`src/common/cumul_consts.svh`:
```
`ifndef CUMUL_CONSTS_SVH
`define CUMUL_CONSTS_SVH

// Control decisions per sample, also the channel count
`define NUM_CTRL 2

// Window depth in samples
`define DEPTH 4

// Internal fixed-point word
`define N_INT 9
`define N_MANT 14

// Sign bit sits above N_TOT, so the word is N_TOT+1 wide
`define N_TOT (`N_INT + `N_MANT)

// Offset-binary output sample
`define OUT_WIDTH 14

`endif

```
`src/common/cumul_coeffs.svh`:
```
`ifndef CUMUL_COEFFS_SVH
`define CUMUL_COEFFS_SVH

// Integer factor in the internal word, scaled by 2**N_MANT
`define FIX(v) cumulPkg::fixT'(v)

// LUT factors per channel, ordered {bit1, bit0}
`define LA_ADD_R_0 {`FIX(-318), `FIX(742)}
`define LA_ADD_I_0 {`FIX(205), `FIX(-96)}
`define LA_SUB_R_0 {`FIX(-121), `FIX(287)}
`define LA_SUB_I_0 {`FIX(140), `FIX(-33)}
`define LB_R_0 {`FIX(655), `FIX(-274)}
`define LB_I_0 {`FIX(-88), `FIX(190)}

`define LA_ADD_R_1 {`FIX(510), `FIX(-236)}
`define LA_ADD_I_1 {`FIX(-172), `FIX(308)}
`define LA_SUB_R_1 {`FIX(198), `FIX(-95)}
`define LA_SUB_I_1 {`FIX(-61), `FIX(122)}
`define LB_R_1 {`FIX(-403), `FIX(587)}
`define LB_I_1 {`FIX(251), `FIX(-47)}

// Tables indexed by channel
`define LA_ADD_R {`LA_ADD_R_1, `LA_ADD_R_0}
`define LA_ADD_I {`LA_ADD_I_1, `LA_ADD_I_0}
`define LA_SUB_R {`LA_SUB_R_1, `LA_SUB_R_0}
`define LA_SUB_I {`LA_SUB_I_1, `LA_SUB_I_0}
`define LB_R {`LB_R_1, `LB_R_0}
`define LB_I {`LB_I_1, `LB_I_0}

// Recursion poles, {ch1, ch0}, all inside the unit circle
`define LA_FACT_R {`FIX(13420), `FIX(14011)}
`define LA_FACT_I {`FIX(-5187), `FIX(3562)}
`define LB_FACT_R {`FIX(14390), `FIX(13905)}
`define LB_FACT_I {`FIX(2874), `FIX(-4480)}

// Output weights, {ch1, ch0}
`define W_FWD_R {`FIX(1180), `FIX(1342)}
`define W_FWD_I {`FIX(-417), `FIX(265)}
`define W_BACK_R {`FIX(1096), `FIX(1253)}
`define W_BACK_I {`FIX(388), `FIX(-302)}

`endif
```
`src/common/cumulPkg.sv`:
```
`default_nettype none

`include "cumul_consts.svh"

package cumulPkg;

    // Signed internal word, N_INT integer and N_MANT fraction bits
    typedef logic signed [`N_TOT:0] fixT;

    typedef logic [`OUT_WIDTH-1:0] outT;

    // One vector of control decisions
    typedef logic [`NUM_CTRL-1:0] ctrlT;

    // One factor per control bit
    typedef fixT [`NUM_CTRL-1:0] factVecT;

    // Factor vectors for all channels
    typedef factVecT [`NUM_CTRL-1:0] factTabT;

    typedef enum logic {
        stFill = 1'b0,
        stRun  = 1'b1
    } fillStateE;

    // Set bit adds its factor, clear bit subtracts it
    typedef enum logic {
        signSub = 1'b0,
        signAdd = 1'b1
    } lutSignE;

endpackage

`default_nettype wire

```
`src/sampleWindow.sv`:
```
`timescale 1ns/10ps
`default_nettype none

`include "cumul_consts.svh"

module sampleWindow (
    input  logic           clkDS,
    input  logic           rst,
    input  cumulPkg::ctrlT ctrl,
    output cumulPkg::ctrlT aheadTap,
    output cumulPkg::ctrlT oldTap
);

    // Entry 0 is the newest vector
    cumulPkg::ctrlT [`DEPTH:0] window;

    always_ff @(posedge clkDS) begin
        if (!rst) begin
            window <= '0;
        end else begin
            window <= {window[`DEPTH-1:0], ctrl};
        end
    end

    // Backward-time tables see the newest vector bit-reversed
    always_comb begin
        for (int b = 0; b < `NUM_CTRL; b++) begin
            aheadTap[b] = window[0][`NUM_CTRL-1-b];
        end
    end

    assign oldTap = window[`DEPTH];

endmodule

`default_nettype wire

```
`config.mk`:
```
export PLATFORM = sky130hd
export DESIGN_NAME = sampleWindow
export DESIGN_NICKNAME = d
export VERILOG_FILES = /design/src/common/cumul_coeffs.svh /design/src/common/cumulPkg.sv /design/src/sampleWindow.sv
export VERILOG_INCLUDE_DIRS = /design/src /design/src/common
export SDC_FILE = /design/constraint.sdc
export NUM_CORES = 1
export LEC_CHECK = 0
export BUFFER_PORTS_ARGS = -buffer_cell sky130_fd_sc_hd__buf_2
export CAP_MARGIN = 15
export CORE_AREA = 2 2 39 41
export DETAILED_ROUTE_END_ITERATION = 10
export DIE_AREA = 0 0 41 43
export PLACE_DENSITY = 0.38
export SLEW_MARGIN = 15
export SYNTH_ARGS = -nofsm -noshare
export SYNTH_HDL_FRONTEND = slang
export SYNTH_SLANG_ARGS = --single-unit
export TNS_END_PERCENT = 30
```
`constraint.sdc`:
```
create_clock -name clkDS -period 0.8 [get_ports clkDS]
set_input_delay 0.04 -clock clkDS [delete_from_list [all_inputs] [get_ports clkDS]]
set_output_delay 0.04 -clock clkDS [all_outputs]
set_load 0.02 [all_outputs]
```
# ---- After elaboration in Yosys (flattened, before gate mapping)
# Cells that the tools add are included.
dict set report totals {
  ff_bits 10
  output_inout_bits 4
  word_cells 5
}

# ---- Longest topological paths before layout
dict set report logic_depth {
  word_depth 0
  mapped_depth 1
  mapped_depth_nobuf 1
}

# ---- Least setup slack after synthesis
# No wires, ideal clock.
dict set report synth_timing {
  path_type {register to register}
  start {register window, in the netlist aheadTap[1]}
  end {register window[2] (netlist name)}
  setup_time_ns 0.115
  arrival_ns 0.417
  setup_slack_ns 0.269
  path_stages_with_launch 2
  cell_sequence {dfxtp_1 and2_1}
}
# item line
set synth_lines {}
lappend synth_lines {{from (decl)} sampleWindow.sv:15} ;# cumulPkg::ctrlT [`DEPTH:0] window;
lappend synth_lines {{from (signal assigned)} sampleWindow.sv:21} ;# window <= {window[`DEPTH-1:0], ctrl};
# No word-level cell between the ends.

# ---- Worst setup path after layout
dict set report layout_timing {
  start {register window, in the netlist aheadTap[0]}
  end {output port aheadTap[0]}
}
# item line
set layout_lines {}
lappend layout_lines {{to (decl)} sampleWindow.sv:10} ;# output cumulPkg::ctrlT aheadTap,
# No word-level cell between the ends.

==> metrics.txt <==
status=finished, final reports clean; Worst R2R Setup Slack=0.24 ns; CTS tree=done; Worst Max-Slew Pin Slew=0.118 ns; first-pass GRT wire length=586 µm; Die X-Extent=just over 40 µm; grt total ovfl=0; hold depth=2; IO Pins=8; Worst EP arrival=0.73 ns; CP startpoint=aheadTap[0]$_SDFF_PN0_; Seq pwr share=a little over 50%; clock power share=44.3%; top cell type's share of synthesized area=68.4%; fin cells=between 40 and 50; largest net degree at the start of global routing=11; number of global-route vias before repair=~150; Seq/Total Area, Yosys=68.4%; Slew Limit Fails=0; setup TNS=0 ns; most frequent cells in the layout=10 x and2_1, 8 x dfxtp_1, 5 x buf_2; Synthesis Warnings=0; Max-Cap Viols=0; Synth area leader=dfxtp_1; post-DR vias/cell=3.53; hold path startpoint=rst; clock latency on the worst-skew pair=0.26 ns; max_slew headroom=92.1%; Antenna Cells=0; Sw Ratio=between 10% and 20%; worst reg2reg startpoint=aheadTap[1]$_SDFF_PN0_; final instance area=385 µm²; CP Data Required Time=around 0.76 ns; Syn Area/Cell=12.2 µm²; top cells by area, synth=dfxtp_1 68%, and2_1 21%, buf_4 10%; Worst path max stage delay=0.32 ns; Final Cycle Share=roughly 96%; Cell Area, Placed=around 320 µm²; Area growth, synth to finish=31.6%; Core ar.=1380 µm²; Final setup viols=0; Die Height=approximately 43 µm; Fillers=between 150 and 200; Synth Register Bits=10; drt first pass iters=2; Crit Path Max Fanout=2; mapped cell area=293 µm²; Die ar.=between 1500 and 2000 µm²; WP depth=1; worst vdd rail ir drop=0.780 mV; DR vias=173; Worst setup SP type=flip-flop; CP Capture Point=aheadTap[0]; Power Internal=between 800 and 900 µW; Detail Route Antenna Nets=0; Reg2Reg Depth=1; clk sink count=10; IO buf count=7; Worst Path Buf+Inv=1; Nets=38; delay-heaviest family, CP=flip-flops; f_max=roughly 1.3 GHz; Setup crit end kind=output port; RSZ-0062 raised after global routing=false; r2r endpoint=window[2]$_SDFF_PN0_; Pleak=~0.00017 µW; Total GRT Usage=5.95%; clock-pin slew on the worst setup and hold paths=0.07 ns; CTS max path bufs=2; clk_skew=0.000926 ns; worst hold path type=primary input to flip-flop; H-tree depth=1; Post-Syn Instances=24; routability cong.=around 0.53; FF+latch area=203 µm²; total power=around 1000 µW; Multi-input gate area=62.6 µm²; DR WL/cell=roughly 7.3 µm; dpl cells=43; synth unique cells=3; Post-Route Utilization=27.8%; Crit-path slowest cell=dfxtp_2; Tmin final=roughly 0.77 ns; root buf cell=clkbuf_4; crit path kind=flip-flop to output port; Rows=14; layout cells sized above 1=39.4%; NetSw=196 µW; drt initial violations=1; part of the power in combinational logic=4.6%; drt total wl=360 µm; post-synth net total=28; Setup Fix Bufs, Post-CTS=0; initial core utilization=around a fifth; most common cell after layout, fill and taps aside=and2_1; pwr/cell area=2630 nW/µm²; CTS buffer count=3; final hold violations=0; DRC violation count after routing=0; initial antenna violation count=0; critical path, cell by cell=buf_4
through the flow:
step / setup WS [ns] / hold WS, ns
floorplan: 0.269 / 0.162
global placement: 0.262 / 0.241
detailed placement: 0.255 / 0.252
CTS: 0.00227 / 0.0833
global route: 0.000565 / 0.105
finish: 0.0315 / 0.0803
cell families (layout without fill, tap and decap cells):
group                  count (synthesis)  count (layout)  synth area share, %
buffers and inverters                  4              13                 10.3
and+or+nand+nor                       10              10                 21.4
DFF                                   10              10                 68.4
worst min path at each step:
stage                                  end  slack [ns]
floorplan           aheadTap[0]$_SDFF_PN0_        0.16
global placement    aheadTap[1]$_SDFF_PN0_        0.24
detailed placement  aheadTap[1]$_SDFF_PN0_        0.25
CTS                   oldTap[0]$_SDFF_PN0_        0.08
finish                oldTap[0]$_SDFF_PN0_        0.08
global route          window[4]$_SDFF_PN0_        0.10
synthesized netlist by cell type, drive strengths merged:
| cell type | instances |
|---|---|
| and2 | 10 |
| buf | 4 |
| dfxtp | 10 |
sequential cells by signal, indices dropped and copies added (netlist names):
name	count
window	6
aheadTap	2
oldTap	2
metal layers:
layer  vias up  track usage (%)  share of wire [%]
met5         -                0                  0
met3         2             4.71                 10
li1         87                -                  -
met1        76             6.86                 38
met4         0             8.00                3.6
met2         8             5.31                 49
power groups by stage:
| stage | registers (µW) | clock network (µW) | logic (µW) |
|---|---|---|---|
| 3_5_place_dp | 528 | 0 | 35.4 |
| 2_1_floorplan | 527 | 0 | 26.2 |
| 4_1_cts | 516 | 462 | 44.6 |
| 6_report | 518 | 449 | 46.4 |
| 5_1_grt | 519 | 495 | 51.6 |
| 3_3_place_gp | 527 | 0 | 34.4 |
final cells by class:
| class | instances | area share, % |
|---|---|---|
| multi-input combinational | 10 | 16.2 |
| tap | 16 | 5.19 |
| clock buffer | 4 | 9.42 |
| timing repair buffer | 9 | 16.6 |
| sequential | 10 | 52.6 |
repair_timing:
item                       4_1_cts  5_1_grt
setup endpoints to repair        1        2
hold endpoints to repair         2        0
hold buffers                     2        0
gates resized for setup          1        4
Note: power is estimated with default switching activity, not from simulation.
