File: config.mk
export PLATFORM = sky130hd
export DESIGN_NAME = fillTracker
export DESIGN_NICKNAME = d
export VERILOG_FILES = /design/src/common/cumul_coeffs.svh /design/src/common/cumulPkg.sv /design/src/fillTracker.sv
export VERILOG_INCLUDE_DIRS = /design/src /design/src/common
export SDC_FILE = /design/constraint.sdc
export NUM_CORES = 1
export LEC_CHECK = 0
export BUFFER_PORTS_ARGS = -buffer_cell sky130_fd_sc_hd__buf_2
export CORE_AREA = 4 4 41 43
export DETAILED_ROUTE_END_ITERATION = 16
export DIE_AREA = 0 0 45 47
export GPL_ROUTABILITY_DRIVEN = 0
export HOLD_SLACK_MARGIN = 0.05
export PLACE_DENSITY = 0.46
export SKIP_CTS_REPAIR_TIMING = 1
export SLEW_MARGIN = 20
export SYNTH_ARGS = -nofsm -noshare
export SYNTH_HDL_FRONTEND = slang
export SYNTH_SLANG_ARGS = --single-unit
File: constraint.sdc
create_clock -name clkDS -period 2.54 [get_ports clkDS]
set_input_delay 0.254 -clock clkDS [delete_from_list [all_inputs] [get_ports clkDS]]
set_output_delay 0.254 -clock clkDS [all_outputs]
set_load 0.01 [all_outputs]
File: src/common/cumul_consts.svh
`ifndef CUMUL_CONSTS_SVH
`define CUMUL_CONSTS_SVH

// Control decisions per sample, also the channel count
`define NUM_CTRL 2

// Window depth in samples
`define DEPTH 4

// Internal fixed-point word
`define N_INT 9
`define N_MANT 14

// Sign bit sits above N_TOT, so the word is N_TOT+1 wide
`define N_TOT (`N_INT + `N_MANT)

// Offset-binary output sample
`define OUT_WIDTH 14

`endif

File: src/common/cumul_coeffs.svh
`ifndef CUMUL_COEFFS_SVH
`define CUMUL_COEFFS_SVH

// Integer factor in the internal word, scaled by 2**N_MANT
`define FIX(v) cumulPkg::fixT'(v)

// LUT factors per channel, ordered {bit1, bit0}
`define LA_ADD_R_0 {`FIX(-318), `FIX(742)}
`define LA_ADD_I_0 {`FIX(205), `FIX(-96)}
`define LA_SUB_R_0 {`FIX(-121), `FIX(287)}
`define LA_SUB_I_0 {`FIX(140), `FIX(-33)}
`define LB_R_0 {`FIX(655), `FIX(-274)}
`define LB_I_0 {`FIX(-88), `FIX(190)}

`define LA_ADD_R_1 {`FIX(510), `FIX(-236)}
`define LA_ADD_I_1 {`FIX(-172), `FIX(308)}
`define LA_SUB_R_1 {`FIX(198), `FIX(-95)}
`define LA_SUB_I_1 {`FIX(-61), `FIX(122)}
`define LB_R_1 {`FIX(-403), `FIX(587)}
`define LB_I_1 {`FIX(251), `FIX(-47)}

// Tables indexed by channel
`define LA_ADD_R {`LA_ADD_R_1, `LA_ADD_R_0}
`define LA_ADD_I {`LA_ADD_I_1, `LA_ADD_I_0}
`define LA_SUB_R {`LA_SUB_R_1, `LA_SUB_R_0}
`define LA_SUB_I {`LA_SUB_I_1, `LA_SUB_I_0}
`define LB_R {`LB_R_1, `LB_R_0}
`define LB_I {`LB_I_1, `LB_I_0}

// Recursion poles, {ch1, ch0}, all inside the unit circle
`define LA_FACT_R {`FIX(13420), `FIX(14011)}
`define LA_FACT_I {`FIX(-5187), `FIX(3562)}
`define LB_FACT_R {`FIX(14390), `FIX(13905)}
`define LB_FACT_I {`FIX(2874), `FIX(-4480)}

// Output weights, {ch1, ch0}
`define W_FWD_R {`FIX(1180), `FIX(1342)}
`define W_FWD_I {`FIX(-417), `FIX(265)}
`define W_BACK_R {`FIX(1096), `FIX(1253)}
`define W_BACK_I {`FIX(388), `FIX(-302)}

`endif
File: src/common/cumulPkg.sv
`default_nettype none

`include "cumul_consts.svh"

package cumulPkg;

    // Signed internal word, N_INT integer and N_MANT fraction bits
    typedef logic signed [`N_TOT:0] fixT;

    typedef logic [`OUT_WIDTH-1:0] outT;

    // One vector of control decisions
    typedef logic [`NUM_CTRL-1:0] ctrlT;

    // One factor per control bit
    typedef fixT [`NUM_CTRL-1:0] factVecT;

    // Factor vectors for all channels
    typedef factVecT [`NUM_CTRL-1:0] factTabT;

    typedef enum logic {
        stFill = 1'b0,
        stRun  = 1'b1
    } fillStateE;

    // Set bit adds its factor, clear bit subtracts it
    typedef enum logic {
        signSub = 1'b0,
        signAdd = 1'b1
    } lutSignE;

endpackage

`default_nettype wire

File: src/fillTracker.sv
`timescale 1ns/10ps
`default_nettype none

`include "cumul_consts.svh"

module fillTracker (
    input  logic clkDS,
    input  logic rst,
    output logic aheadEn,
    output logic backEn,
    output logic valid
);

    localparam int cntW = $clog2(`DEPTH + 5);

    cumulPkg::fillStateE state;
    logic [cntW-1:0]     count;

    always_ff @(posedge clkDS) begin
        if (!rst) begin
            state   <= cumulPkg::stFill;
            count   <= '0;
            aheadEn <= 1'b0;
            backEn  <= 1'b0;
            valid   <= 1'b0;
        end else begin
            aheadEn <= 1'b1;
            case (state)
                cumulPkg::stFill: begin
                    count <= count + 1'b1;
                    // Old tap holds real data, open lookback path
                    if (count == cntW'(`DEPTH + 1)) begin
                        backEn <= 1'b1;
                    end
                    // First full result reaches out on this edge
                    if (count == cntW'(`DEPTH + 4)) begin
                        valid <= 1'b1;
                        state <= cumulPkg::stRun;
                    end
                end
                default: begin
                    backEn <= 1'b1;
                    valid  <= 1'b1;
                end
            endcase
        end
    end

endmodule

`default_nettype wire

## After elaboration in Yosys (flattened, before gate mapping)

Index checks and enable logic that the tools add are counted.

| operators by class | value |
|---|---|
| add/subtract/negate cells | 1 |
| eq/ne operators | 2 |
| multiplexer cells | 7 |
| reductions and logical operators | 2 |

Operators with widths:

| kind | number |
|---|---|
| $mux W1 | 7 |
| $add A4 B1 Y4 const B | 1 |
| $eq A4 B3 Y1 const B | 1 |
| $eq A4 B4 Y1 const B | 1 |
| $reduce_bool A2 Y1 | 2 |

| word-level totals | value |
|---|---|
| flip-flop bits (word level) | 8 |
| input port bits | 2 |
| output and inout bits | 3 |

## Logic depth before layout (Yosys ltp)

| logic depth | value |
|---|---|
| word-level depth | 3 |
| mapped depth | 5 |
| mapped depth without buffers | 5 |

## Worst setup path after synthesis

No wires, ideal clock.

| timing | value |
|---|---|
| path kind | flip-flop to flip-flop |
| start point | register count[0] |
| end point | register valid |
| library setup time | 0.120 ns |
| arrival time | 0.984 ns |
| path slack | 1.436 ns |
| cell stages (with the launch flop) | 6 |
| clock period less this slack | 1.104 ns |
| cell sequence | dfxtp_1 -> inv_1 -> ha_1 -> nand2_1 -> nor2_1 -> o31a_1 |

| between the ends | value |
|---|---|
| cells in the longest elaborated chain, start to end | 2 |

RTL lines:

| element | RTL line | source |
|---|---|---|
| from (decl) | fillTracker.sv:17 | `logic [cntW-1:0] count;` |
| from (signal assigned) | fillTracker.sv:30 | `count <= count + 1'b1;` |
| $eq A4 B4 Y1 | fillTracker.sv:36 | `` if (count == cntW'(`DEPTH + 4)) begin `` |
| $reduce_bool A2 Y1 (no line) | n/a |  |
| to (signal assigned) | fillTracker.sv:25 | `valid <= 1'b0;` |
| to (signal assigned) | fillTracker.sv:37 | `valid <= 1'b1;` |
| to (signal assigned) | fillTracker.sv:43 | `valid <= 1'b1;` |
| to (decl) | fillTracker.sv:11 | `output logic valid` |

Every way passes these cells.
A chain may end at the register's enable or synchronous reset.

## Worst setup path after layout

Same ends and word-level chain as after synthesis.

==> impl_metrics.toml <==
[worst_setup_path]
cp.depth = 5
r2r_end = "valid$_SDFFE_PN0P_"
required_ns = 2.68
crit_arrival_ns = 1.33
slowest_delay_ns = 0.46
crit_chain = "inv_1 -> ha_1 -> nand2_1 -> nor2_1 -> o31a_1"
crit_slowest_cell = "dfxtp_1"
setup.worst_path.start_class = "register"
regToRegStartpoint = "count[0]$_SDFFE_PN0N_"
path_delay_family = "flip-flops"
path_buf_inv = 1
cp_max_fo = 5
worstSetupPathType = "register to register"
regToRegSetupSlack_ns = 1.35
cp-end-kind = "register"
rr_worst_depth = 5

[placed_design]
dpl_cell_area_um2 = 375
dpl_worst_slack_ns = 1.34
dp.final_hpwl_um = 405
io_buffer_count = 4

[sta]
finalWorstSetupSlack_ns = 1.35
hold_viol = 0
slew_headroom_pct = 82.0
min_period_ns = 1.19
fmax_mhz = 840
setup_viol = 0
rsz0062_at_grt = "no"
worstMarginPinSlew_ns = 0.270
clock-skew-final_ns = 0.00371
drv_slew = 0
period_share_pct = 46.9
finalSetupTns_ns = 0

[synth]
avgSynthCellArea_um2 = 11.2
yosys_register_bits = 8
yosys.area.top_type = "dfxtp_1"
syn_nets = 36
yosysSeqAreaShare_pct = 46.0
yosysUniqueCellTypes = 14
synth_top_area_share_pct = 46.0
synth_warnings = 0
synthCells = 31
synth_area_um2 = 348
synthTopCellsByArea = "dfxtp_1 46%, ha_1 11%, xnor2_1 7.6%, nand4b_4 6.8%, and2_1 5.4%"

[global_route]
grt_pass1_vias = 242
grtUsageMet1_pct = 5.71
track_usage_pct = 6.65
use_met3_pct = 2.30
antenna_found_initial = 0
grt_remaining_overflow = 0
grt_max_degree = 9
met2_usage_pct = 11.6
busiest_layer = "met2"
grt_pass1_wl_um = 945

[floorplanning]
rows = 13
die_h_um = 47
core_um2 = 1300
fp.dieW_um = 45
die_area_um2 = 2120
start_util_pct = 26.7
io_pins = 5

[hold_path]
hold_end = "aheadEn$_DFF_P_"
hp-start = "rst"
min_path_cells = 1
hold_path.class = "input port to register"

[route]
wl_per_cell_um = 10.1
via_per_inst = 4.23
drt_iter0_markers = 0
final_antenna_net_count = 0
firstDrtPassIters = 1
drt-total-wl_um = 523
drc = 0
num_vias = 220

[clock_tree]
h-tree-depth = 1
clkTransAtPathRegs_ns = 0.05
clkSinkCount = 8
ctsRootBufferMaster = "clkbuf_4"
clk_latency_ns = 0.25
cts_buffers = 3
cts_buffer_depth = 2
cts_tree = "yes"

[cells_and_area]
syn2layout_area_growth_pct = 14.4
mostFrequentLayoutCells = "8 x dfxtp_1, 4 x buf_2"
drive_gt1_share_pct = 21.6
fin_area_um2 = 398
final_net_count = 44
layout_commonest_cell = "dfxtp_1"
antenna_cells_inserted = 0

[run]
cap_viol_max_count = 0

[pwr]
leakage_nw = 0.185
max-vdd-ir-drop_uv = 217
pwr_density_cell_nw_per_um2 = 637

[outcome]
status = "completed"
metal layers:
layer | wire (µm) | part of all wire (%) | vias to the layer above
li1 | - | - | 111
met1 | 204 | 39 | 106
met2 | 294 | 56 | 3
met3 | 24 | 4.6 | 0
met4 | 0 | 0 | 0
met5 | 0 | 0 | -
cell usage after synthesis:
cell and n:
dfxtp_1 8, and2_1 3, ha_1 3, xnor2_1 3
inv_1 2, nand2_1 2, nor2_1 2, o31a_1 2
buf_6 1, mux2i_1 1, nand2b_1 1, nand4b_4 1
nor2b_1 1, o21a_1 1
final cells by class:
cell class                 instances  area (µm²)
clock buffer                       3        22.5
fill                             150         903
inverter                           2        7.51
multi-input combinational         20         169
sequential                         8         160
tap                               15        18.8
timing repair buffer               4        20.0
how the worst max path moves through the flow:
| stage | endpoint | from | slack, ns |
|---|---|---|---|
| after floorplan | valid$_SDFFE_PN0P_ | count[0]$_SDFFE_PN0N_ | 1.44 |
| after global placement | valid$_SDFFE_PN0P_ | count[0]$_SDFFE_PN0N_ | 1.35 |
| after detailed placement | valid$_SDFFE_PN0P_ | count[0]$_SDFFE_PN0N_ | 1.34 |
| after CTS | valid$_SDFFE_PN0P_ | count[0]$_SDFFE_PN0N_ | 1.33 |
| after global routing | valid$_SDFFE_PN0P_ | count[0]$_SDFFE_PN0N_ | 1.25 |
| final | valid$_SDFFE_PN0P_ | count[0]$_SDFFE_PN0N_ | 1.35 |
logic make-up (layout without fill, tap and decap cells):
kind of cell	after synthesis	in the layout	synth area share (%)
AND/OR/NAND/NOR	10	10	20.1
adder cells (fa/ha/maj)	3	3	10.8
buffers and inverters	3	9	5.40
flip-flops	8	8	46.0
AO/OA/AOI/OAI	3	3	7.20
multiplexers	1	1	2.88
XOR/XNOR	3	3	7.56
per-stage QoR:
stage	power [mW]	hold slack [ns]	util [%]	std cells
3_5_place_dp	0.162	0.458	28.8	49
5_1_grt	0.269	0.196	30.6	52
4_1_cts	0.259	0.190	30.6	52
6_report	0.254	0.196	30.6	52
3_3_place_gp	0.161	0.449	28.8	49
2_1_floorplan	0.154	0.282	-	31
worst reg2reg max path: stages (launching register included):
cell and delay [ns]:
dfxtp_1 0.46, inv_1 0.07, ha_1 0.21, nand2_1 0.06, nor2_1 0.05, o31a_1 0.23
report_power, final:
part           internal (mW)  total, mW  leakage (nW)  switching [mW]
clock network         0.0539     0.0951        0.0138          0.0412
logic                 0.0102     0.0192         0.105         0.00904
registers              0.132      0.139        0.0655         0.00770
sequential cells by signal, indices dropped and copies added, names as in the netlist:
signal	count
state	1
count	4
backEn	1
valid	1
aheadEn	1
Note: power is estimated with default switching activity, not from simulation.
