`src/common/cumul_consts.svh`:
```
`ifndef CUMUL_CONSTS_SVH
`define CUMUL_CONSTS_SVH

// Control decisions per sample, also the channel count
`define NUM_CTRL 2

// Window depth in samples
`define DEPTH 4

// Internal fixed-point word
`define N_INT 9
`define N_MANT 14

// Sign bit sits above N_TOT, so the word is N_TOT+1 wide
`define N_TOT (`N_INT + `N_MANT)

// Offset-binary output sample
`define OUT_WIDTH 14

`endif

```
`src/common/cumul_coeffs.svh`:
```
`ifndef CUMUL_COEFFS_SVH
`define CUMUL_COEFFS_SVH

// Integer factor in the internal word, scaled by 2**N_MANT
`define FIX(v) cumulPkg::fixT'(v)

// LUT factors per channel, ordered {bit1, bit0}
`define LA_ADD_R_0 {`FIX(-318), `FIX(742)}
`define LA_ADD_I_0 {`FIX(205), `FIX(-96)}
`define LA_SUB_R_0 {`FIX(-121), `FIX(287)}
`define LA_SUB_I_0 {`FIX(140), `FIX(-33)}
`define LB_R_0 {`FIX(655), `FIX(-274)}
`define LB_I_0 {`FIX(-88), `FIX(190)}

`define LA_ADD_R_1 {`FIX(510), `FIX(-236)}
`define LA_ADD_I_1 {`FIX(-172), `FIX(308)}
`define LA_SUB_R_1 {`FIX(198), `FIX(-95)}
`define LA_SUB_I_1 {`FIX(-61), `FIX(122)}
`define LB_R_1 {`FIX(-403), `FIX(587)}
`define LB_I_1 {`FIX(251), `FIX(-47)}

// Tables indexed by channel
`define LA_ADD_R {`LA_ADD_R_1, `LA_ADD_R_0}
`define LA_ADD_I {`LA_ADD_I_1, `LA_ADD_I_0}
`define LA_SUB_R {`LA_SUB_R_1, `LA_SUB_R_0}
`define LA_SUB_I {`LA_SUB_I_1, `LA_SUB_I_0}
`define LB_R {`LB_R_1, `LB_R_0}
`define LB_I {`LB_I_1, `LB_I_0}

// Recursion poles, {ch1, ch0}, all inside the unit circle
`define LA_FACT_R {`FIX(13420), `FIX(14011)}
`define LA_FACT_I {`FIX(-5187), `FIX(3562)}
`define LB_FACT_R {`FIX(14390), `FIX(13905)}
`define LB_FACT_I {`FIX(2874), `FIX(-4480)}

// Output weights, {ch1, ch0}
`define W_FWD_R {`FIX(1180), `FIX(1342)}
`define W_FWD_I {`FIX(-417), `FIX(265)}
`define W_BACK_R {`FIX(1096), `FIX(1253)}
`define W_BACK_I {`FIX(388), `FIX(-302)}

`endif
```
`src/common/cumulPkg.sv`:
```
`default_nettype none

`include "cumul_consts.svh"

package cumulPkg;

    // Signed internal word, N_INT integer and N_MANT fraction bits
    typedef logic signed [`N_TOT:0] fixT;

    typedef logic [`OUT_WIDTH-1:0] outT;

    // One vector of control decisions
    typedef logic [`NUM_CTRL-1:0] ctrlT;

    // One factor per control bit
    typedef fixT [`NUM_CTRL-1:0] factVecT;

    // Factor vectors for all channels
    typedef factVecT [`NUM_CTRL-1:0] factTabT;

    typedef enum logic {
        stFill = 1'b0,
        stRun  = 1'b1
    } fillStateE;

    // Set bit adds its factor, clear bit subtracts it
    typedef enum logic {
        signSub = 1'b0,
        signAdd = 1'b1
    } lutSignE;

endpackage

`default_nettype wire

```
`src/channel/channelPath.sv`:
```
`timescale 1ns/10ps
`default_nettype none

`include "cumul_consts.svh"
`include "cumul_coeffs.svh"

module channelPath #(
    parameter int CH = 0
) (
    input  logic           clkDS,
    input  logic           rst,
    input  cumulPkg::ctrlT aheadTap,
    input  cumulPkg::ctrlT oldTap,
    input  logic           aheadEn,
    input  logic           backEn,
    output cumulPkg::fixT  fwdOut,
    output cumulPkg::fixT  backOut
);

    localparam cumulPkg::factTabT laAddR = `LA_ADD_R;
    localparam cumulPkg::factTabT laAddI = `LA_ADD_I;
    localparam cumulPkg::factTabT laSubR = `LA_SUB_R;
    localparam cumulPkg::factTabT laSubI = `LA_SUB_I;
    localparam cumulPkg::factTabT lbR    = `LB_R;
    localparam cumulPkg::factTabT lbI    = `LB_I;

    localparam cumulPkg::fixT [`NUM_CTRL-1:0] laFactR = `LA_FACT_R;
    localparam cumulPkg::fixT [`NUM_CTRL-1:0] laFactI = `LA_FACT_I;
    localparam cumulPkg::fixT [`NUM_CTRL-1:0] lbFactR = `LB_FACT_R;
    localparam cumulPkg::fixT [`NUM_CTRL-1:0] lbFactI = `LB_FACT_I;
    localparam cumulPkg::fixT [`NUM_CTRL-1:0] wFwdR   = `W_FWD_R;
    localparam cumulPkg::fixT [`NUM_CTRL-1:0] wFwdI   = `W_FWD_I;
    localparam cumulPkg::fixT [`NUM_CTRL-1:0] wBackR  = `W_BACK_R;
    localparam cumulPkg::fixT [`NUM_CTRL-1:0] wBackI  = `W_BACK_I;

    cumulPkg::fixT addR, addI, subR, subI, lbSumR, lbSumI;
    cumulPkg::fixT aheadInR, aheadInI, backInR, backInI;
    cumulPkg::fixT aheadStR, aheadStI, backStR, backStI;

    fixLutUnit u_laAddR (.clkDS(clkDS), .sel(aheadTap), .facts(laAddR[CH]), .result(addR));
    fixLutUnit u_laAddI (.clkDS(clkDS), .sel(aheadTap), .facts(laAddI[CH]), .result(addI));
    fixLutUnit u_laSubR (.clkDS(clkDS), .sel(oldTap), .facts(laSubR[CH]), .result(subR));
    fixLutUnit u_laSubI (.clkDS(clkDS), .sel(oldTap), .facts(laSubI[CH]), .result(subI));
    fixLutUnit u_lbR (.clkDS(clkDS), .sel(oldTap), .facts(lbR[CH]), .result(lbSumR));
    fixLutUnit u_lbI (.clkDS(clkDS), .sel(oldTap), .facts(lbI[CH]), .result(lbSumI));

    // Terms stay out until their taps hold real data
    always_comb begin
        aheadInR = (aheadEn ? addR : '0) - (backEn ? subR : '0);
        aheadInI = (aheadEn ? addI : '0) - (backEn ? subI : '0);
        backInR  = backEn ? lbSumR : '0;
        backInI  = backEn ? lbSumI : '0;
    end

    // Backward-time recursion
    fixRecursion u_aheadRec (
        .clkDS(clkDS), .rst(rst),
        .inR(aheadInR), .inI(aheadInI),
        .factR(laFactR[CH]), .factI(laFactI[CH]),
        .outR(aheadStR), .outI(aheadStI)
    );

    // Forward-time recursion
    fixRecursion u_backRec (
        .clkDS(clkDS), .rst(rst),
        .inR(backInR), .inI(backInI),
        .factR(lbFactR[CH]), .factI(lbFactI[CH]),
        .outR(backStR), .outI(backStI)
    );

    // Only real parts leave the channel
    cFixMult u_fwdWeight (
        .clkDS(clkDS),
        .aR(backStR), .aI(backStI),
        .bR(wFwdR[CH]), .bI(wFwdI[CH]),
        .resR(fwdOut), .resI()
    );

    cFixMult u_backWeight (
        .clkDS(clkDS),
        .aR(aheadStR), .aI(aheadStI),
        .bR(wBackR[CH]), .bI(wBackI[CH]),
        .resR(backOut), .resI()
    );

endmodule

`default_nettype wire

```
`src/channel/cFixMult.sv`:
```
`timescale 1ns/10ps
`default_nettype none

`include "cumul_consts.svh"

module cFixMult (
    input  logic          clkDS,
    input  cumulPkg::fixT aR,
    input  cumulPkg::fixT aI,
    input  cumulPkg::fixT bR,
    input  cumulPkg::fixT bI,
    output cumulPkg::fixT resR,
    output cumulPkg::fixT resI
);

    localparam int prodW = 2 * (`N_TOT + 1);

    logic signed [prodW-1:0] prodR;
    logic signed [prodW-1:0] prodI;
    logic signed [prodW-1:0] shR;
    logic signed [prodW-1:0] shI;

    always_comb begin
        prodR = aR * bR - aI * bI;
        prodI = aI * bR + aR * bI;
        shR   = prodR >>> `N_MANT;
        shI   = prodI >>> `N_MANT;
    end

    // Truncated to the internal word
    always_ff @(posedge clkDS) begin
        resR <= shR[`N_TOT:0];
        resI <= shI[`N_TOT:0];
    end

endmodule

`default_nettype wire

```
`src/channel/fixRecursion.sv`:
```
`timescale 1ns/10ps
`default_nettype none

`include "cumul_consts.svh"

module fixRecursion (
    input  logic          clkDS,
    input  logic          rst,
    input  cumulPkg::fixT inR,
    input  cumulPkg::fixT inI,
    input  cumulPkg::fixT factR,
    input  cumulPkg::fixT factI,
    output cumulPkg::fixT outR,
    output cumulPkg::fixT outI
);

    localparam int prodW = 2 * (`N_TOT + 1);

    logic signed [prodW-1:0] prodR;
    logic signed [prodW-1:0] prodI;
    logic signed [prodW-1:0] shR;
    logic signed [prodW-1:0] shI;
    cumulPkg::fixT           truncR;
    cumulPkg::fixT           truncI;

    // factor * state, back to N_MANT fraction bits
    always_comb begin
        prodR  = factR * outR - factI * outI;
        prodI  = factR * outI + factI * outR;
        shR    = prodR >>> `N_MANT;
        shI    = prodI >>> `N_MANT;
        truncR = shR[`N_TOT:0];
        truncI = shI[`N_TOT:0];
    end

    always_ff @(posedge clkDS) begin
        if (!rst) begin
            outR <= '0;
            outI <= '0;
        end else begin
            outR <= truncR + inR;
            outI <= truncI + inI;
        end
    end

endmodule

`default_nettype wire

```
`src/channel/fixLutUnit.sv`:
```
`timescale 1ns/10ps
`default_nettype none

`include "cumul_consts.svh"

module fixLutUnit (
    input  logic              clkDS,
    input  cumulPkg::ctrlT    sel,
    input  cumulPkg::factVecT facts,
    output cumulPkg::fixT     result
);

    cumulPkg::fixT sum;

    function automatic cumulPkg::fixT signedTerm(
        input logic          bitSel,
        input cumulPkg::fixT fact
    );
        cumulPkg::lutSignE rule;
        rule = cumulPkg::lutSignE'(bitSel);
        case (rule)
            cumulPkg::signAdd: signedTerm = fact;
            default:           signedTerm = -fact;
        endcase
    endfunction

    // Every bit contributes, either +fact or -fact
    always_comb begin
        sum = '0;
        for (int i = 0; i < `NUM_CTRL; i++) begin
            sum = sum + signedTerm(sel[i], facts[i]);
        end
    end

    always_ff @(posedge clkDS) begin
        result <= sum;
    end

endmodule

`default_nettype wire

```
`config.mk`:
```
export PLATFORM = sky130hd
export DESIGN_NAME = channelPath
export DESIGN_NICKNAME = d
export VERILOG_FILES = /design/src/common/cumulPkg.sv /design/src/channel/channelPath.sv /design/src/channel/cFixMult.sv /design/src/channel/fixRecursion.sv /design/src/channel/fixLutUnit.sv
export VERILOG_INCLUDE_DIRS = /design/src /design/src/common
export SDC_FILE = /design/constraint.sdc
export NUM_CORES = 2
export LEC_CHECK = 0
export ABC_AREA = 1
export CORE_ASPECT_RATIO = 0.75
export CORE_UTILIZATION = 55
export DETAILED_ROUTE_END_ITERATION = 8
export DONT_BUFFER_PORTS = 1
export PLACE_DENSITY_LB_ADDON = 0.15
export SETUP_SLACK_MARGIN = 0.02
export SLEW_MARGIN = 40
export SYNTH_ARGS = -nofsm -noshare
export SYNTH_HDL_FRONTEND = slang
export SYNTH_SLANG_ARGS = --single-unit
```
`constraint.sdc`:
```
create_clock -name clkDS -period 26 [get_ports clkDS]
set_input_delay 3.9 -clock clkDS [delete_from_list [all_inputs] [get_ports clkDS]]
set_output_delay 3.9 -clock clkDS [all_outputs]
set_load 0.01 [all_outputs]
```
### Word-level counts from Yosys, hierarchy flattened

Index checks and enable logic that the tools add are counted.

| operators by class | value |
|---|---|
| add/subtract/negate cells | 18 |
| multiply operators | 12 |
| mux-type cells | 18 |

Operators by type and width:

| cell | number |
|---|---|
| $mux 24 | 18 |
| $add 24x24->24 | 10 |
| $mul 15x24->38 const A | 4 |
| $sub 38x38->38 | 4 |
| $add 38x38->38 | 2 |
| $mul 12x24->36 const A | 2 |
| $mul 7x24->31 const A | 2 |
| $sub 24x24->24 | 2 |
| $mul 24x12->36 const B | 1 |
| $mul 24x11->35 const B | 1 |
| $mul 24x10->34 const B | 1 |
| $mul 24x9->33 const B | 1 |

| word-level totals | value |
|---|---|
| register bits | 288 |
| input port bits | 8 |
| output and inout port bits | 48 |
| logic and storage cells | 60 |

### Depth between registers and ports, before layout

| logic depth | value |
|---|---|
| depth after elaboration | 3 |
| depth in mapped cells | 54 |
| depth with buffers taken out | 54 |

### Modules after synthesis

Synthesis repeated with hierarchy kept, for this count alone.

| second synthesis, totals | value |
|---|---|
| cell total of the unflattened synthesis | 42599 |
| area, all modules | 328775.3 um^2 |

Modules (own cells, without submodules):

| module | times used | cells each | area each (um^2) | seq. area each (um^2) |
|---|---|---|---|---|
| fixRecursion (u_backRec) | 1 | 9734 | 77162.8 | 960.9 |
| fixRecursion (u_aheadRec) | 1 | 9716 | 77082.7 | 960.9 |
| cFixMult (u_fwdWeight) | 1 | 9495 | 75476.1 | 960.9 |
| cFixMult (u_backWeight) | 1 | 9479 | 75393.6 | 960.9 |
| fixLutUnit (u_laAddI ...) | 5 | 539 | 3206.8 | 480.5 |
| channelPath | 1 | 973 | 4439.3 | 0.0 |
| fixLutUnit (u_laAddR) | 1 | 507 | 3186.8 | 480.5 |

### Least setup slack after synthesis

No wires, ideal clock.

| timing | value |
|---|---|
| path type | register to register |
| start | register u_aheadRec.outI[5] |
| end | register u_aheadRec.outR[23] |
| setup time | 0.113 ns |
| arrival time | 9.978 ns |
| data required time | 25.887 ns |
| path slack | 15.909 ns |
| cell stages (with the launch flop) | 47 |
| buffers on the path | 0 |
| period minus slack after synthesis | 10.091 ns |
| cells stage by stage | dfxtp_1 > ha_1 > inv_1 > fa_1 > inv_1 > fa_1 > fa_1 > inv_1 > fa_1 > inv_1 > ha_1 > a21oi_1 > o21ai_1 > a21oi_1 > nor2_1 > nor2_2 > o21ai_2 > nand2_1 > [... 11 more ...] > a21oi_1 > o21ai_0 > o21bai_1 > a221oi_1 > nand2_1 > xor2_1 > fa_1 > ha_1 > nand2_1 > nor2_1 > inv_1 > nor2_2 > nand3_1 > o211ai_2 > xor2_1 > nand2_1 > nand2_1 > nor2_1 |

| on the way | value |
|---|---|
| longest elaborated chain between the ends | 3 |

RTL lines:

| what | line | RTL |
|---|---|---|
| from (decl) | fixRecursion.sv:14 | `output cumulPkg::fixT outI` |
| from (signal assigned) | fixRecursion.sv:42 | `outI <= truncI + inI;` |
| $mul 12x24->36 | fixRecursion.sv:28 | `prodR = factR * outR - factI * outI;` |
| $sub 38x38->38 | fixRecursion.sv:28 |  |
| $add 24x24->24 | fixRecursion.sv:41 | `outR <= truncR + inR;` |
| to (signal assigned) | fixRecursion.sv:41 |  |
| to (decl) | fixRecursion.sv:13 | `output cumulPkg::fixT outR,` |

Every way passes these cells.
A chain may end at the register's enable or synchronous reset.

### Worst setup path in the final report

| timing | value |
|---|---|
| start | register u_aheadRec.outI[0] |
| end | register u_aheadRec.outR[15] |

The elaborated chain is that of the path after synthesis.

==> flow_summary.json <==
{
  "status": "finished, final reports clean",
  "largest_family_of_logic_cells_by_synthesized_area": "adder cells",
  "final.min_clock_period_ps": 12380,
  "grt_first_pass_wirelength_um": 405000,
  "holdPathStages": 3,
  "htree_num_levels": 4,
  "post_cts_hold_buffer_count": 0,
  "crit_path_end_kind": "register",
  "post_dp_cell_area_um2": 84040,
  "hp-class": "register to register",
  "place.gp.congestion": 1.031,
  "final-max-slew-violation-count": 0,
  "worst_skew_pair.late_latency_ps": 560,
  "cp_common_cell": "sky130_fd_sc_hd__inv_1",
  "ctsLongestPathBuffers": 2,
  "tightestPinTransition_ps": 1121,
  "clock-skew-final_ps": 32.92,
  "setup-tns-final_ps": 0,
  "number_of_synthesized_flops_with_an_enable_pin": 0,
  "final_cell_mix": "sky130_fd_sc_hd__inv_1 (2,775), sky130_fd_sc_hd__ha_1 (1,455), sky130_fd_sc_hd__fa_1 (1,436)",
  "ant_nets": 0,
  "number_of_antenna_violations_at_the_first_check_in_global_routing": 17,
  "peak_per_stage_delay_on_the_critical_path_ps": 730,
  "synth.area.mux_share": 0,
  "initial_core_utilization": 0.5567,
  "timing.critical_path.buf_inv": 11,
  "die_width_um": 445.6,
  "layout_cell_share_with_drive_strength_beyond_1": 0.03000,
  "path_depth": 45,
  "clock_sink_count": 167,
  "crit_slowest_cell": "sky130_fd_sc_hd__dfxtp_1",
  "tritoncts_clock_tree": "built",
  "netlist-cell-type-count": 68,
  "fin_ws_ps": 13620,
  "area_growth_syn_to_layout_pct": 4.455,
  "drt_pre_antenna_iters": 6,
  "r2r.worst_path.cells": 45,
  "first_global_vias": 64980,
  "detailed_place_hpwl_um": 241500,
  "core-area_um2": 145800,
  "routed_wire_length_per_instance_um": 22.83,
  "fin_worst_hold_slack_ps": 659.5,
  "rows": 121,
  "filler_cell_count": 13490,
  "syn-cell-area_um2": 81160,
  "criticalPathCategory": "register to register",
  "post-route-period-util": 0.4760,
  "num_vias": 64960,
  "worstPathMaxFanout": 13,
  "floorplan.die_area_um2": 149100,
  "synthSimpleGateAreaFrac": 0.1129,
  "maxClockFrequency_mhz": 80.80,
  "final-setup-viol-count": 0,
  "grt.total_usage": 0.3696,
  "detailedPlace.worstSlack_ps": 13940,
  "critical_path.startpoint_type": "register",
  "synthAdderAreaFrac": 0.5785,
  "cap_viol_max_count": 0,
  "ys_flop_type": "sky130_fd_sc_hd__dfxtp_1",
  "drt-total-wl_um": 268700,
  "global_route.overflow_total": 0,
  "postSynthRegisterBits": 167,
  "cts-buffers-inserted": 17,
  "die_y_um": 334.7,
  "yosysWarnings": 0,
  "final-hold-violation-count": 0,
  "cts.reportedPaths.clkPinSlew_ps": 90,
  "post_synthesis_sequential_area_ratio": 0.04119,
  "synth.avg_cell_area_um2": 8.327,
  "final_instance_area_um2": 84780,
  "slew_headroom": 0.2470,
  "crit_required_ps": 26430,
  "synthXorXnorAreaFrac": 0.04230,
  "root_buffer_cell": "sky130_fd_sc_hd__clkbuf_16",
  "boundaryPins": 56,
  "layout_commonest_cell": "sky130_fd_sc_hd__inv_1",
  "nNetsFinal": 12690,
  "buffer_ports.inserted": 0,
  "setup.reg_to_reg.worst_slack_ps": 13620,
  "mappedNetlistNets": 12650,
  "post_drt_via_cell_ratio": 5.520,
  "post_synthesis_compound_gate_area_fraction": 0.09490,
  "ys_async_sr_fraction": 0,
  "post-cts-setup-buffer-count": 0,
  "post_synth_inst_count": 9747,
  "cp_data_arrival_time_ps": 12810,
  "top_delay_family_on_crit_path": "adder cells",
  "iter_0_drt_violations": 6066,
  "drt_drc_violations_left": 0,
  "grt_setup_unrepaired": "no",
  "maximum_number_of_pins_on_one_net_before_global_route_repair": 61,
  "post_cts_sizing_count": 0
}
[layer usage]
metal | GRT usage | routed length, um | up-vias
met5 | 0.01231 | 293 | -
met4 | 0.06025 | 4384 | 10
met3 | 0.1652 | 37300 | 206
met2 | 0.4632 | 96670 | 2638
met1 | 0.5734 | 130000 | 32020
li1 | - | - | 30090
[registers in the layout, summed over array words and instances, names as in the netlist]
register / count
u_laAddR.result: 4
u_laSubI.result: 7
u_lbI.result: 1
u_laSubR.result: 3
u_backWeight.resR: 24
u_aheadRec.outI: 24
u_fwdWeight.resR: 24
u_backRec.outR: 24
u_lbR.result: 2
u_backRec.outI: 24
u_aheadRec.outR: 24
u_laAddI.result: 6
[worst min-delay path: stages, from the launching register on]
cell and delay, ps:
sky130_fd_sc_hd__dfxtp_1 310, sky130_fd_sc_hd__nand2_1 80, sky130_fd_sc_hd__ha_1 170, sky130_fd_sc_hd__nor2_1 60
[metrics by stage]
stage                     utilization  instances
after floorplan                     -       9747
after global placement         0.5749      11740
after detailed placement       0.5764      11740
after CTS                      0.5806      11770
after global routing           0.5814      11770
final                          0.5815      11770
[cell type report]
type	count	area, um2	area share
diodes	2	5.005	0.00005904
clock buffers	17	425.4	0.005018
clock inverters	15	177.7	0.002096
inverters	2790	10480	0.1236
multi-input cells	6773	67600	0.7974
flip-flops and latches	167	3349	0.03951
well taps	1968	2462	0.02905
repair buffers	37	277.8	0.003276
[kinds of logic after synthesis]
| logic type | after synthesis |
|---|---|
| XOR/XNOR | 389 |
| flip-flops | 167 |
| AND/OR/NAND/NOR | 2176 |
| adder cells (fa/ha/maj) | 2891 |
| AO/OA/AOI/OAI | 1317 |
| buffers and inverters | 2807 |
[synthesized netlist by cell type, types with 9 or more instances]
library cell / n / area share
sky130_fd_sc_hd__a31oi_1: 68 / 0.0052
sky130_fd_sc_hd__a21oi_2: 18 / 0.0019
sky130_fd_sc_hd__o21ai_2: 20 / 0.0022
sky130_fd_sc_hd__inv_2: 12 / 0.00055
sky130_fd_sc_hd__o21bai_2: 13 / 0.0018
sky130_fd_sc_hd__o21ai_1: 44 / 0.0027
sky130_fd_sc_hd__nor4_1: 28 / 0.0022
sky130_fd_sc_hd__nor4_2: 9 / 0.0014
sky130_fd_sc_hd__a211oi_1: 13 / 0.0012
sky130_fd_sc_hd__nand3b_1: 12 / 0.0011
sky130_fd_sc_hd__nand2_1: 1227 / 0.057
sky130_fd_sc_hd__a221oi_1: 10 / 0.0011
sky130_fd_sc_hd__dfxtp_1: 167 / 0.041
sky130_fd_sc_hd__nor3_2: 9 / 0.0011
sky130_fd_sc_hd__xor2_1: 234 / 0.025
sky130_fd_sc_hd__nand2_2: 26 / 0.0020
sky130_fd_sc_hd__nand4_1: 54 / 0.0042
sky130_fd_sc_hd__nor2_2: 18 / 0.0014
sky130_fd_sc_hd__nor3_1: 73 / 0.0045
sky130_fd_sc_hd__nor2_1: 488 / 0.023
sky130_fd_sc_hd__a21oi_1: 603 / 0.037
sky130_fd_sc_hd__xnor2_1: 153 / 0.017
sky130_fd_sc_hd__o221ai_1: 9 / 0.00097
sky130_fd_sc_hd__o21bai_1: 40 / 0.0037
sky130_fd_sc_hd__fa_1: 1436 / 0.35
sky130_fd_sc_hd__o21ai_0: 285 / 0.018
sky130_fd_sc_hd__o31ai_1: 10 / 0.00092
sky130_fd_sc_hd__o21a_1: 41 / 0.0038
sky130_fd_sc_hd__nand3_1: 194 / 0.012
sky130_fd_sc_hd__inv_1: 2778 / 0.13
sky130_fd_sc_hd__o211ai_1: 12 / 0.0011
sky130_fd_sc_hd__a21boi_0: 16 / 0.0015
sky130_fd_sc_hd__nand3_2: 12 / 0.0015
sky130_fd_sc_hd__ha_1: 1455 / 0.22
sky130_fd_sc_hd__a21o_1: 80 / 0.0074
[final timing paths]
kind	end	startpoint
worst min-delay path	u_aheadRec.outR[1]	u_laSubR.result[1]
worst max register to register	u_aheadRec.outR[15]	u_aheadRec.outI[0]
worst min register to register	u_aheadRec.outR[1]	u_laSubR.result[1]
worst max-delay path	u_aheadRec.outR[15]	u_aheadRec.outI[0]
Power is not shown: default switching activity piles up to over one toggle a cycle in this logic, so the estimate is an artifact.
